<file path="src/common/x68_glue_params.svh">
// X68000 glue parameters
// hold lengths, divider terminal counts and compressor curve constants
// shared by the clocking, reset, audio and LED blocks

`ifndef X68_GLUE_PARAMS_SVH
`define X68_GLUE_PARAMS_SVH

// hold counter lengths in clk_sys cycles
`define MOUNT_HOLD      4096
`define EJECT_HOLD      1024
`define HDD_RESET_HOLD  2048
`define LED_HOLD        512

// enable divider periods
`define SND_DIV         5
`define SND2_DIV        10
`define OPM_DIV         20

// curve 1, gentle
`define CMP_A1          2
`define CMP_F1          4
`define CMP_X1          14044
`define CMP_B1          (`CMP_X1 * `CMP_A1)

// curve 2, strong
`define CMP_A2          4
`define CMP_F2          8
`define CMP_X2          7400
`define CMP_B2          (`CMP_X2 * `CMP_A2)

`endif
</file>
<file path="src/common/x68_media_pkg.sv">
// X68000 media-side types
// image slot vectors and loader bus widths

package x68_media_pkg;

	// one bit per image slot: fdd0, fdd1, hdd, sram
	typedef logic [3:0] drive_vec_t;

	// one bit per floppy drive
	typedef logic [1:0] fdd_vec_t;

	// slot index of the hard disk image
	localparam int SLOT_HDD = 2;

	// loader address and write data
	typedef logic [19:0] ldr_addr_t;
	typedef logic [7:0]  ldr_data_t;

endpackage

</file>
<file path="src/common/x68_ctrl_pkg.sv">
// X68000 control-side types
// status word as sent by the menu system, enable vectors and audio samples

package x68_ctrl_pkg;

	// field view of the status word, bit 0 at the bottom
	typedef struct packed {
		logic [63:22] rsvd_hi;
		logic         curve_sel;
		logic [20:15] rsvd_mid;
		logic         sram_store;
		logic         sram_load;
		logic [1:0]   fd_eject;
		logic [1:0]   fd_sync;
		logic         power;
		logic         nmi;
		logic [6:5]   rsvd_lo;
		logic         turbo;
		logic         vid_60hz;
		logic [2:1]   rsvd_base;
		logic         reset;
	} status_fields_t;

	// one word, read either raw or by field
	typedef union packed {
		logic [63:0]    raw;
		status_fields_t f;
	} status_word_t;

	// bit 0 at the fm rate, bit 1 at half of it
	typedef logic [1:0] opm_ce_t;

	// 16-bit two's complement audio sample
	typedef logic [15:0] sample_t;

endpackage

</file>
<file path="src/common/clk_en_if.sv">
// Clock enable bundle
// single-cycle enables from the divider to the core side

interface clk_en_if;
	import x68_ctrl_pkg::*;

	logic    sys_ce;
	logic    mpu_cep;
	logic    mpu_cen;
	logic    snd_ce;
	opm_ce_t opm_ce;

	modport gen (output sys_ce, mpu_cep, mpu_cen, snd_ce, opm_ce);
	modport core (input sys_ce, mpu_cep, mpu_cen, snd_ce, opm_ce);

endinterface

</file>
<file path="src/x68_guest_top.sv">
// X68000 guest glue top
// clock enables, reset and media sequencing, loader bridge,
// audio compressor and drive LEDs around the X68000 core

module x68_guest_top (
	input  logic                      clk_sys,
	input  logic                      reset_delayed,
	input  logic                      turbo_i,
	input  logic                      clock_mode_i,
	input  logic [63:0]               status_i,
	input  logic [1:0]                buttons_i,
	input  logic                      pll_locked_i,
	input  x68_media_pkg::drive_vec_t img_mounted_i,
	input  logic                      ioctl_download_i,
	input  logic                      ioctl_wr_i,
	input  x68_media_pkg::ldr_addr_t  ioctl_addr_i,
	input  x68_media_pkg::ldr_data_t  ioctl_dout_i,
	input  logic                      ldr_ack_i,
	input  logic [3:0]                sd_ack_i,
	input  x68_ctrl_pkg::sample_t     aud_l_i,
	input  x68_ctrl_pkg::sample_t     aud_r_i,
	output logic                      sys_ce_o,
	output logic                      mpu_cep_o,
	output logic                      mpu_cen_o,
	output logic                      snd_ce_o,
	output x68_ctrl_pkg::opm_ce_t     opm_ce_o,
	output logic                      core_rstn_o,
	output x68_media_pkg::drive_vec_t mounted_d_o,
	output x68_media_pkg::fdd_vec_t   eject_d_o,
	output x68_media_pkg::ldr_addr_t  ldr_addr_o,
	output x68_media_pkg::ldr_data_t  ldr_wdat_o,
	output logic                      ldr_aen_o,
	output logic                      ldr_wr_o,
	output logic                      ldr_done_o,
	output x68_ctrl_pkg::sample_t     aud_l_o,
	output x68_ctrl_pkg::sample_t     aud_r_o,
	output logic                      fdd_led_o,
	output logic                      hdd_led_o
);
	import x68_ctrl_pkg::*;

	status_word_t status_w;
	logic         turbo;

	assign status_w.raw = status_i;
	// turbo from either the menu or the board pin
	assign turbo = turbo_i | status_w.f.turbo;

	////////////////////////////////////////
	// clock enables
	////////////////////////////////////////

	clk_en_if u_ce_if ();

	clk_enable_gen u_clk_enable_gen (
		.clk_sys       (clk_sys),
		.reset_delayed (reset_delayed),
		.turbo_i       (turbo),
		.clock_mode_i  (clock_mode_i),
		.ce            (u_ce_if.gen)
	);

	assign sys_ce_o  = u_ce_if.sys_ce;
	assign mpu_cep_o = u_ce_if.mpu_cep;
	assign mpu_cen_o = u_ce_if.mpu_cen;
	assign snd_ce_o  = u_ce_if.snd_ce;
	assign opm_ce_o  = u_ce_if.opm_ce;

	////////////////////////////////////////
	// reset, media and loader
	////////////////////////////////////////

	// buttons_i[1] is the board reset key
	reset_sequencer u_reset_sequencer (
		.clk_sys       (clk_sys),
		.reset_delayed (reset_delayed),
		.status_rst_i  (status_w.f.reset),
		.button_rst_i  (buttons_i[1]),
		.pll_locked_i  (pll_locked_i),
		.img_mounted_i (img_mounted_i),
		.fd_eject_i    (status_w.f.fd_eject),
		.download_i    (ioctl_download_i),
		.mounted_d_o   (mounted_d_o),
		.eject_d_o     (eject_d_o),
		.core_rstn_o   (core_rstn_o)
	);

	loader_bridge u_loader_bridge (
		.clk_sys       (clk_sys),
		.reset_delayed (reset_delayed),
		.download_i    (ioctl_download_i),
		.ioctl_wr_i    (ioctl_wr_i),
		.ioctl_addr_i  (ioctl_addr_i),
		.ioctl_dout_i  (ioctl_dout_i),
		.ldr_ack_i     (ldr_ack_i),
		.ldr_addr_o    (ldr_addr_o),
		.ldr_wdat_o    (ldr_wdat_o),
		.ldr_aen_o     (ldr_aen_o),
		.ldr_wr_o      (ldr_wr_o),
		.ldr_done_o    (ldr_done_o)
	);

	////////////////////////////////////////
	// audio and LEDs
	////////////////////////////////////////

	audio_compressor u_audio_compressor (
		.clk_sys       (clk_sys),
		.reset_delayed (reset_delayed),
		.curve_sel_i   (status_w.f.curve_sel),
		.in_l_i        (aud_l_i),
		.in_r_i        (aud_r_i),
		.out_l_o       (aud_l_o),
		.out_r_o       (aud_r_o)
	);

	activity_led u_fdd_led (
		.clk_sys       (clk_sys),
		.reset_delayed (reset_delayed),
		.act_i         (|sd_ack_i[1:0]),
		.led_o         (fdd_led_o)
	);

	// sram image transfers share the hard disk light
	activity_led u_hdd_led (
		.clk_sys       (clk_sys),
		.reset_delayed (reset_delayed),
		.act_i         (|sd_ack_i[3:2]),
		.led_o         (hdd_led_o)
	);

endmodule

</file>
<file path="src/activity_led.sv">
// Drive activity LED
// stretches short access pulses into a visible light

`include "x68_glue_params.svh"

module activity_led (
	input  logic clk_sys,
	input  logic reset_delayed,
	input  logic act_i,
	output logic led_o
);

	localparam int CNT_W = $clog2(`LED_HOLD);

	logic [CNT_W-1:0] hold_cnt;

	always_ff @(posedge clk_sys) begin
		if (reset_delayed) begin
			hold_cnt <= '0;
			led_o    <= 1'b0;
		end else begin
			if (act_i)
				hold_cnt <= CNT_W'(`LED_HOLD - 1);
			else if (hold_cnt != '0)
				hold_cnt <= hold_cnt - 1'b1;
			led_o <= act_i || (hold_cnt != '0);
		end
	end

endmodule

</file>
<file path="src/audio_compressor.sv">
// Stereo audio compressor
// two-stage pipeline: magnitude, then a two-segment gain curve with
// the sign restored; curve_sel_i picks the stronger second curve

`include "x68_glue_params.svh"

module audio_compressor (
	input  logic                  clk_sys,
	input  logic                  reset_delayed,
	input  logic                  curve_sel_i,
	input  x68_ctrl_pkg::sample_t in_l_i,
	input  x68_ctrl_pkg::sample_t in_r_i,
	output x68_ctrl_pkg::sample_t out_l_o,
	output x68_ctrl_pkg::sample_t out_r_o
);
	import x68_ctrl_pkg::*;

	localparam logic [15:0] A1 = 16'(`CMP_A1);
	localparam logic [15:0] F1 = 16'(`CMP_F1);
	localparam logic [15:0] X1 = 16'(`CMP_X1);
	localparam logic [15:0] B1 = 16'(`CMP_B1);
	localparam logic [15:0] A2 = 16'(`CMP_A2);
	localparam logic [15:0] F2 = 16'(`CMP_F2);
	localparam logic [15:0] X2 = 16'(`CMP_X2);
	localparam logic [15:0] B2 = 16'(`CMP_B2);

	// linear gain below the knee, flattened slope above it
	function automatic logic [15:0] shape(input logic [15:0] mag, input logic sel);
		logic [15:0] v1;
		logic [15:0] v2;
		v1 = (mag < X1) ? 16'(mag * A1) : 16'(((mag - X1) / F1) + B1);
		v2 = (mag < X2) ? 16'(mag * A2) : 16'(((mag - X2) / F2) + B2);
		return sel ? v2 : v1;
	endfunction

	sample_t     in_s [2];
	sample_t     out_s [2];
	logic [15:0] mag_q [2];
	logic [15:0] shaped [2];
	logic        neg_q [2];
	logic        sel_q;

	assign in_s[0] = in_l_i;
	assign in_s[1] = in_r_i;

	always_comb begin
		for (int c = 0; c < 2; c++)
			shaped[c] = shape(mag_q[c], sel_q);
	end

	always_ff @(posedge clk_sys) begin
		if (reset_delayed) begin
			sel_q <= 1'b0;
			for (int c = 0; c < 2; c++) begin
				neg_q[c] <= 1'b0;
				mag_q[c] <= '0;
				out_s[c] <= '0;
			end
		end else begin
			// curve select travels with its sample
			sel_q <= curve_sel_i;
			for (int c = 0; c < 2; c++) begin
				// stage 1
				neg_q[c] <= in_s[c][15];
				mag_q[c] <= in_s[c][15] ? (~in_s[c] + 16'd1) : in_s[c];
				// stage 2
				out_s[c] <= neg_q[c] ? (~shaped[c] + 16'd1) : shaped[c];
			end
		end
	end

	assign out_l_o = out_s[0];
	assign out_r_o = out_s[1];

endmodule

</file>
<file path="src/loader_bridge.sv">
// Loader write bridge
// turns download write strobes into a loader request that is held
// until the core acknowledges it; closes the loader after the download

module loader_bridge (
	input  logic                    clk_sys,
	input  logic                    reset_delayed,
	input  logic                    download_i,
	input  logic                    ioctl_wr_i,
	input  x68_media_pkg::ldr_addr_t ioctl_addr_i,
	input  x68_media_pkg::ldr_data_t ioctl_dout_i,
	input  logic                    ldr_ack_i,
	output x68_media_pkg::ldr_addr_t ldr_addr_o,
	output x68_media_pkg::ldr_data_t ldr_wdat_o,
	output logic                    ldr_aen_o,
	output logic                    ldr_wr_o,
	output logic                    ldr_done_o
);

	logic ack_q;
	logic download_q;

	always_ff @(posedge clk_sys) begin
		if (reset_delayed) begin
			ack_q      <= 1'b0;
			download_q <= 1'b0;
			ldr_wr_o   <= 1'b0;
			ldr_done_o <= 1'b0;
		end else begin
			ack_q      <= ldr_ack_i;
			download_q <= download_i;

			if (ldr_ack_i && !ack_q && ldr_wr_o)
				ldr_wr_o <= 1'b0;
			// a fresh strobe wins over the ack clear
			if (ioctl_wr_i && !ldr_done_o)
				ldr_wr_o <= 1'b1;

			if (download_q && !download_i)
				ldr_done_o <= 1'b1;
		end
	end

	// address and data of the pending write
	always_ff @(posedge clk_sys) begin
		if (ioctl_wr_i && !ldr_done_o) begin
			ldr_addr_o <= ioctl_addr_i;
			ldr_wdat_o <= ioctl_dout_i;
		end
	end

	assign ldr_aen_o = download_i & ~ldr_done_o;

	a_no_req_after_done: assert property (@(posedge clk_sys) disable iff (reset_delayed)
		ldr_done_o |=> !$rose(ldr_wr_o));

endmodule

</file>
<file path="src/reset_sequencer.sv">
// Core reset and media sequencer
// holds the core in reset until the first download and the first
// menu reset release, restarts it after a hard disk mount, and
// stretches mount and eject events into windows for the floppy logic

`include "x68_glue_params.svh"

module reset_sequencer (
	input  logic                     clk_sys,
	input  logic                     reset_delayed,
	input  logic                     status_rst_i,
	input  logic                     button_rst_i,
	input  logic                     pll_locked_i,
	input  x68_media_pkg::drive_vec_t img_mounted_i,
	input  x68_media_pkg::fdd_vec_t   fd_eject_i,
	input  logic                     download_i,
	output x68_media_pkg::drive_vec_t mounted_d_o,
	output x68_media_pkg::fdd_vec_t   eject_d_o,
	output logic                     core_rstn_o
);
	import x68_media_pkg::*;

	localparam int MOUNT_W = $clog2(`MOUNT_HOLD + 1);
	localparam int EJECT_W = $clog2(`EJECT_HOLD + 1);
	localparam int HOLD_W  = $clog2(`HDD_RESET_HOLD + 1);
	// first quarter after a mount counts as an eject
	localparam logic [MOUNT_W-1:0] MOUNT_LATE = MOUNT_W'((`MOUNT_HOLD * 3) / 4);

	logic [MOUNT_W-1:0] mount_cnt [4];
	logic [EJECT_W-1:0] eject_cnt [2];
	logic [HOLD_W-1:0]  hdd_hold;
	logic               hdd_mnt_q;
	logic               download_q;
	logic               status_rst_q;
	logic               dl_seen;
	logic               rst_released;
	fdd_vec_t           eject_win;
	drive_vec_t         mounted_now;

	always_comb begin
		for (int i = 0; i < 2; i++)
			eject_win[i] = (eject_cnt[i] != '0) || (mount_cnt[i] > MOUNT_LATE);
		for (int s = 0; s < 4; s++)
			mounted_now[s] = (mount_cnt[s] != '0);
		// a floppy is not seen as mounted while its drive is ejecting
		mounted_now[1:0] = mounted_now[1:0] & ~eject_win;
	end

	always_ff @(posedge clk_sys) begin
		if (reset_delayed) begin
			for (int s = 0; s < 4; s++)
				mount_cnt[s] <= '0;
			for (int i = 0; i < 2; i++)
				eject_cnt[i] <= '0;
			hdd_hold     <= '0;
			hdd_mnt_q    <= 1'b0;
			download_q   <= 1'b0;
			status_rst_q <= 1'b0;
			dl_seen      <= 1'b0;
			rst_released <= 1'b0;
			mounted_d_o  <= '0;
			eject_d_o    <= '0;
			core_rstn_o  <= 1'b0;
		end else begin
			hdd_mnt_q    <= img_mounted_i[SLOT_HDD];
			download_q   <= download_i;
			status_rst_q <= status_rst_i;

			// one-time release conditions
			if (download_i && !download_q)
				dl_seen <= 1'b1;
			if (status_rst_q && !status_rst_i)
				rst_released <= 1'b1;

			for (int s = 0; s < 4; s++) begin
				if (img_mounted_i[s])
					mount_cnt[s] <= MOUNT_W'(`MOUNT_HOLD);
				else if (mount_cnt[s] != '0)
					mount_cnt[s] <= mount_cnt[s] - 1'b1;
			end

			for (int i = 0; i < 2; i++) begin
				if (fd_eject_i[i])
					eject_cnt[i] <= EJECT_W'(`EJECT_HOLD);
				else if (eject_cnt[i] != '0)
					eject_cnt[i] <= eject_cnt[i] - 1'b1;
			end

			// new hard disk image restarts the machine
			if (img_mounted_i[SLOT_HDD] && !hdd_mnt_q)
				hdd_hold <= HOLD_W'(`HDD_RESET_HOLD);
			else if (hdd_hold != '0)
				hdd_hold <= hdd_hold - 1'b1;

			mounted_d_o <= mounted_now;
			eject_d_o   <= eject_win;
			core_rstn_o <= dl_seen && rst_released && !button_rst_i && pll_locked_i
				&& (hdd_hold == '0);
		end
	end

	a_hdd_hold: assert property (@(posedge clk_sys) disable iff (reset_delayed)
		(hdd_hold != '0) |=> !core_rstn_o);

endmodule

</file>
<file path="src/clk_enable_gen.sv">
// Clock enable generator
// free-running dividers on clk_sys give the system, cpu phase,
// sound and fm enables; turbo doubles the cpu phase rate

`include "x68_glue_params.svh"

module clk_enable_gen (
	input  logic  clk_sys,
	input  logic  reset_delayed,
	input  logic  turbo_i,
	input  logic  clock_mode_i,
	clk_en_if.gen ce
);
	import x68_ctrl_pkg::*;

	localparam int SND_W  = $clog2(`SND_DIV);
	localparam int SND2_W = $clog2(`SND2_DIV);
	localparam int OPM_W  = $clog2(`OPM_DIV);

	logic [1:0]        div_sys;
	logic [SND_W-1:0]  div_snd;
	logic [SND2_W-1:0] div_snd2;
	logic [OPM_W-1:0]  div_opm;
	logic              snd_wrap;
	logic              snd2_wrap;
	logic              opm_wrap;
	logic              turbo_q;
	logic              sys_ce_q;
	logic              mpu_cep_q;
	logic              mpu_cen_q;
	logic              snd_ce_q;
	opm_ce_t           opm_ce_q;

	assign snd_wrap  = (div_snd == SND_W'(`SND_DIV - 1));
	assign snd2_wrap = (div_snd2 == SND2_W'(`SND2_DIV - 1));
	assign opm_wrap  = (div_opm == OPM_W'(`OPM_DIV - 1));

	always_ff @(posedge clk_sys) begin
		if (reset_delayed) begin
			div_sys   <= '0;
			div_snd   <= '0;
			div_snd2  <= '0;
			div_opm   <= '0;
			turbo_q   <= 1'b0;
			sys_ce_q  <= 1'b0;
			mpu_cep_q <= 1'b0;
			mpu_cen_q <= 1'b0;
			snd_ce_q  <= 1'b0;
			opm_ce_q  <= '0;
		end else begin
			div_sys  <= div_sys + 2'd1;
			div_snd  <= snd_wrap ? '0 : div_snd + 1'b1;
			div_snd2 <= snd2_wrap ? '0 : div_snd2 + 1'b1;
			div_opm  <= opm_wrap ? '0 : div_opm + 1'b1;

			// speed only changes at the end of a bus cycle
			if (&div_sys)
				turbo_q <= turbo_i;

			sys_ce_q  <= &div_sys;
			mpu_cep_q <= turbo_q ? div_sys[0] : (div_sys == 2'd3);
			mpu_cen_q <= turbo_q ? ~div_sys[0] : (div_sys == 2'd1);

			snd_ce_q <= clock_mode_i ? snd2_wrap : snd_wrap;
			opm_ce_q <= {opm_wrap, snd2_wrap};
		end
	end

	assign ce.sys_ce  = sys_ce_q;
	assign ce.mpu_cep = mpu_cep_q;
	assign ce.mpu_cen = mpu_cen_q;
	assign ce.snd_ce  = snd_ce_q;
	assign ce.opm_ce  = opm_ce_q;

	// the two cpu phases must stay apart, also across a turbo switch
	a_phase_excl: assert property (@(posedge clk_sys) disable iff (reset_delayed)
		!(ce.mpu_cep && ce.mpu_cen));

endmodule

</file>
<file path="config.mk">
export PLATFORM = sky130hd
export DESIGN_NAME = x68_guest_top
export DESIGN_NICKNAME = d
export VERILOG_FILES = /design/src/common/x68_media_pkg.sv /design/src/common/x68_ctrl_pkg.sv /design/src/common/clk_en_if.sv /design/src/x68_guest_top.sv /design/src/activity_led.sv /design/src/audio_compressor.sv /design/src/loader_bridge.sv /design/src/reset_sequencer.sv /design/src/clk_enable_gen.sv
export VERILOG_INCLUDE_DIRS = /design/src /design/src/common
export SDC_FILE = /design/constraint.sdc
export NUM_CORES = 1
export LEC_CHECK = 0
export BUFFER_PORTS_ARGS = -buffer_cell sky130_fd_sc_hd__buf_2
export CORE_AREA = 2 2 181 183
export CTS_BUF_LIST = sky130_fd_sc_hd__clkbuf_4 sky130_fd_sc_hd__clkbuf_8 sky130_fd_sc_hd__clkbuf_16
export DETAILED_ROUTE_END_ITERATION = 12
export DIE_AREA = 0 0 183 185
export GPL_TIMING_DRIVEN = 0
export PLACE_DENSITY = 0.72
export SLEW_MARGIN = 20
export SYNTH_ARGS = -nofsm -noshare
export SYNTH_HDL_FRONTEND = slang
export SYNTH_SLANG_ARGS = --single-unit
</file>
<file path="constraint.sdc">
create_clock -name clk_sys -period 6.6 [get_ports clk_sys]
set_input_delay 0.99 -clock clk_sys [delete_from_list [all_inputs] [get_ports clk_sys]]
set_output_delay 0.99 -clock clk_sys [all_outputs]
set_load 0.005 [all_outputs]
</file>
==> results.cfg <==
[outcome]
run_status = finished clean

[placement]
gp_congestion = 0.9864
dpl.cell_count = 2157
hpwl_um = 28710
io_buffers = 159

[route]
drt-initial-drc-count = 930
drc = 0
drt-total-wl_um = 38610
vias_per_cell = 5.783
drt-wirelength-per-cell_um = 17.50
first_pass_iters = 6
detail-route-antenna-nets = 0
num_vias = 12760

[global_route]
grt_max_degree = 30
grt_use_total_pct = 22.29
grt_pass1_vias = 11880
overflow = 0
antenna_found_initial = 1
grt_pass1_wl_um = 61420

[logic_synthesis]
synth.area.top_cells = edfxtp_1 (22%), dfxtp_1 (19%), nor2_1 (6.2%)
synth_cell_types = 109
syn_avg_cell_area_um2 = 8.939
synth_nets = 1762
netlist_area_um2 = 14210
synthArstFlopShare_pct = 0
seq_area_frac_synth_pct = 40.56
synth_top_area_cell = edfxtp_1
ys.flop_type = dfxtp_1
yosysWarningCount = 0
synth_most_common_cell = nor2_1
synth_seq_cells = 237
synth_commonest_cells = nor2_1 (234), dfxtp_1 (135), nand2_1 (106)
synthCells = 1590
synthDominantCellAreaShare_pct = 21.55
synth_edf_count = 102

[min_path]
hold_path_end = u_reset_sequencer.core_rstn_o
holdPathStages = 2
min-delay-start = u_reset_sequencer.dl_seen
hp-class = flip-flop to flip-flop

[timing]
finClkSkew_ps = 12.88
slew_viol_final = 0
tns_ps = 0
relSlewSlack_pct = 32.90
setup_viol = 0
min_period_over_period_pct = 69.04
max_freq_mhz = 219.5
min_period_ps = 4557
rsz0062_at_grt = no
tightestPinTransition_ps = 1006
hold_violations = 0

[worst_setup_path]
crit_path_start_kind = flip-flop
worst-r2r-cell-count = 16
r2r-start = u_audio_compressor.mag_q[0][19]
path_cells = inv_1 -> ha_1 -> buf_2 -> and4b_1 -> clkbuf_1 -> o21ai_0 -> o21ai_0 -> ha_1 -> xor2_1 -> nor3_1 -> a31oi_1 -> nand3_1 -> a211o_1 -> or4_4 -> o21ai_0 -> mux2_2
critPathMaxFanout = 9
worst_path_max_delay_cell = or4_4
cp_data_arrival_time_ps = 4970
critical_path.top_delay_family = compound AO/OA/AOI/OAI gates
crit_type = flip-flop to flip-flop
worst_r2r_endpoint = u_audio_compressor.out_s[0][27]
crit_path_frequent_cell = o21ai_0
setup.worst_path.end_class = flip-flop
crit_path_max_incr_delay_ps = 570
rrSetupSlack_ps = 2040
cp_data_required_time_ps = 7020
path_buf_inv = 3

[power]
power.density_nw_per_um2 = 324.2
ir_worst_vdd_mv = 0.2172
p_leak_nw = 6.550

[final_layout]
final_cells = 2206
nets = 1949
area_growth_pct = 15.32
drive_gt1_share_pct = 17.20

[die]
ios = 220
core_area_um2 = 32040
initial_core_util_pct = 44.36
dieArea_um2 = 33860
chipWidth_um = 183
die_h_um = 185
num_rows = 66

[cts]
cts_tree = built
postCtsResizedCells = 0
clock_path_buffers = 3
cts_setup_buffers = 0
cts.htree.levels = 1
cts-buffers-inserted = 26
postCtsHoldBufs = 0
cts.sinks = 237
clkLatencyLatePin_ps = 530
cts-root-buf = clkbuf_16
path_clk_slew_ps = 60

[job]
drv_cap = 0
worst min-delay path: cells and delay by family (launching register included):
family | cells | cell delay, ps
flip-flops | 1 | 310
AND/OR/NAND/NOR | 2 | 110
metal layers:
layer,vias to the layer above,part of all wire (%),global-route usage (%),routed length [um]
met1,6035,44,30.22,17030
met3,94,7.7,4.227,2975
met2,491,44,34.88,17040
li1,6136,-,-,-
met5,-,0.028,0,11
met4,2,4.0,9.472,1541
per-stage QoR:
stage / worst slack, ps / hold WS, ps / util [%] / power, mW / area, um2
3_5_place_dp: 2128 / 450.1 / 48.46 / 3.873 / 15530
6_report: 2043 / 455.8 / 51.16 / 5.315 / 16390
3_3_place_gp: 2149 / 438.3 / 48.44 / 3.811 / 15520
2_1_floorplan: 2842 / 424.6 / - / 3.424 / 14210
4_1_cts: 2089 / 459.3 / 51.15 / 5.338 / 16390
5_1_grt: 1686 / 482.5 / 51.15 / 5.647 / 16390
how the worst max path moves through the flow:
stage / from / to / cells after the start / slack, ps
after floorplan: u_audio_compressor.mag_q[0][19] / u_audio_compressor.out_s[0][27] / 16 / 2840
after global placement: u_audio_compressor.mag_q[0][19] / u_audio_compressor.out_s[0][27] / 16 / 2150
after detailed placement: u_audio_compressor.mag_q[0][4] / u_audio_compressor.out_s[0][14] / 17 / 2130
after CTS: u_audio_compressor.mag_q[0][4] / u_audio_compressor.out_s[0][14] / 17 / 2090
after global routing: u_audio_compressor.mag_q[0][4] / u_audio_compressor.out_s[0][14] / 17 / 1690
final: u_audio_compressor.mag_q[0][19] / u_audio_compressor.out_s[0][27] / 16 / 2040
registers in the layout, summed over array words and instances (netlist names), 3 cells and up:
| signal | flops |
|---|---|
| u_reset_sequencer.mount_cnt | 52 |
| u_audio_compressor.mag_q | 32 |
| u_audio_compressor.out_s | 32 |
| u_reset_sequencer.eject_cnt | 22 |
| u_loader_bridge.ldr_addr_o | 20 |
| u_reset_sequencer.hdd_hold | 12 |
| u_fdd_led.hold_cnt | 9 |
| u_hdd_led.hold_cnt | 9 |
| u_loader_bridge.ldr_wdat_o | 8 |
| u_clk_enable_gen.div_opm | 5 |
| u_clk_enable_gen.div_snd2 | 4 |
| u_reset_sequencer.mounted_d_o | 4 |
| u_clk_enable_gen.div_snd | 3 |
kinds of logic (layout without fill, tap and decap cells):
family                   after synthesis  in the layout  share of synthesized area (%)
AO/OA/AOI/OAI                        365            365                          18.40
XOR/XNOR                             153            153                          9.428
adder cells (fa/ha/maj)               30             30                          2.641
buffers and inverters                139            346                          4.269
flip-flops                           237            237                          40.56
multiplexers                          29             29                          2.121
other                                  0              1                              0
AND/OR/NAND/NOR                      637            637                          22.58
area by class of cell:
cell class	count	area, um2
Buffer	90	422.9
Clock inverter	12	87.58
Clock buffer	36	773.2
Inverter	49	183.9
Fill cell	2983	15650
Timing Repair Buffer	159	795.8
Multi-Input combinational cell	1214	7849
Tap cell	408	510.5
Sequential cell	237	5766
Antenna cell	1	2.502
placed cells by master, fill, tap and decap left out, drive strengths merged, types with 10 or more instances in the layout:
cell	netlist	layout
ha	30	30
xnor2	97	97
nor4	28	28
a21oi	98	98
clkbuf	43	79
o31ai	18	18
dfxtp	135	135
inv	49	50
nor3b	15	15
edfxtp	102	102
or2	11	11
or3	33	33
nand3	30	30
a21o	13	13
nand2b	23	23
nand4	15	15
clkinv	0	10
o211ai	13	13
xor2	56	56
o21ai	79	79
nor2b	25	25
or4	23	23
a211oi	19	19
nor3	48	48
a31oi	21	21
nor2	236	236
nand2	107	107
mux2i	20	20
buf	47	206
power by group:
part / total [mW] / leakage, nW / switching, mW / internal [mW]
registers: 2.04 / 2.27 / 0.188 / 1.85
logic: 1.84 / 3.84 / 1.07 / 0.771
clock network: 1.44 / 0.440 / 0.582 / 0.858
total: 5.31 / 6.55 / 1.84 / 3.48
Note: power is estimated with default switching activity, not from simulation.
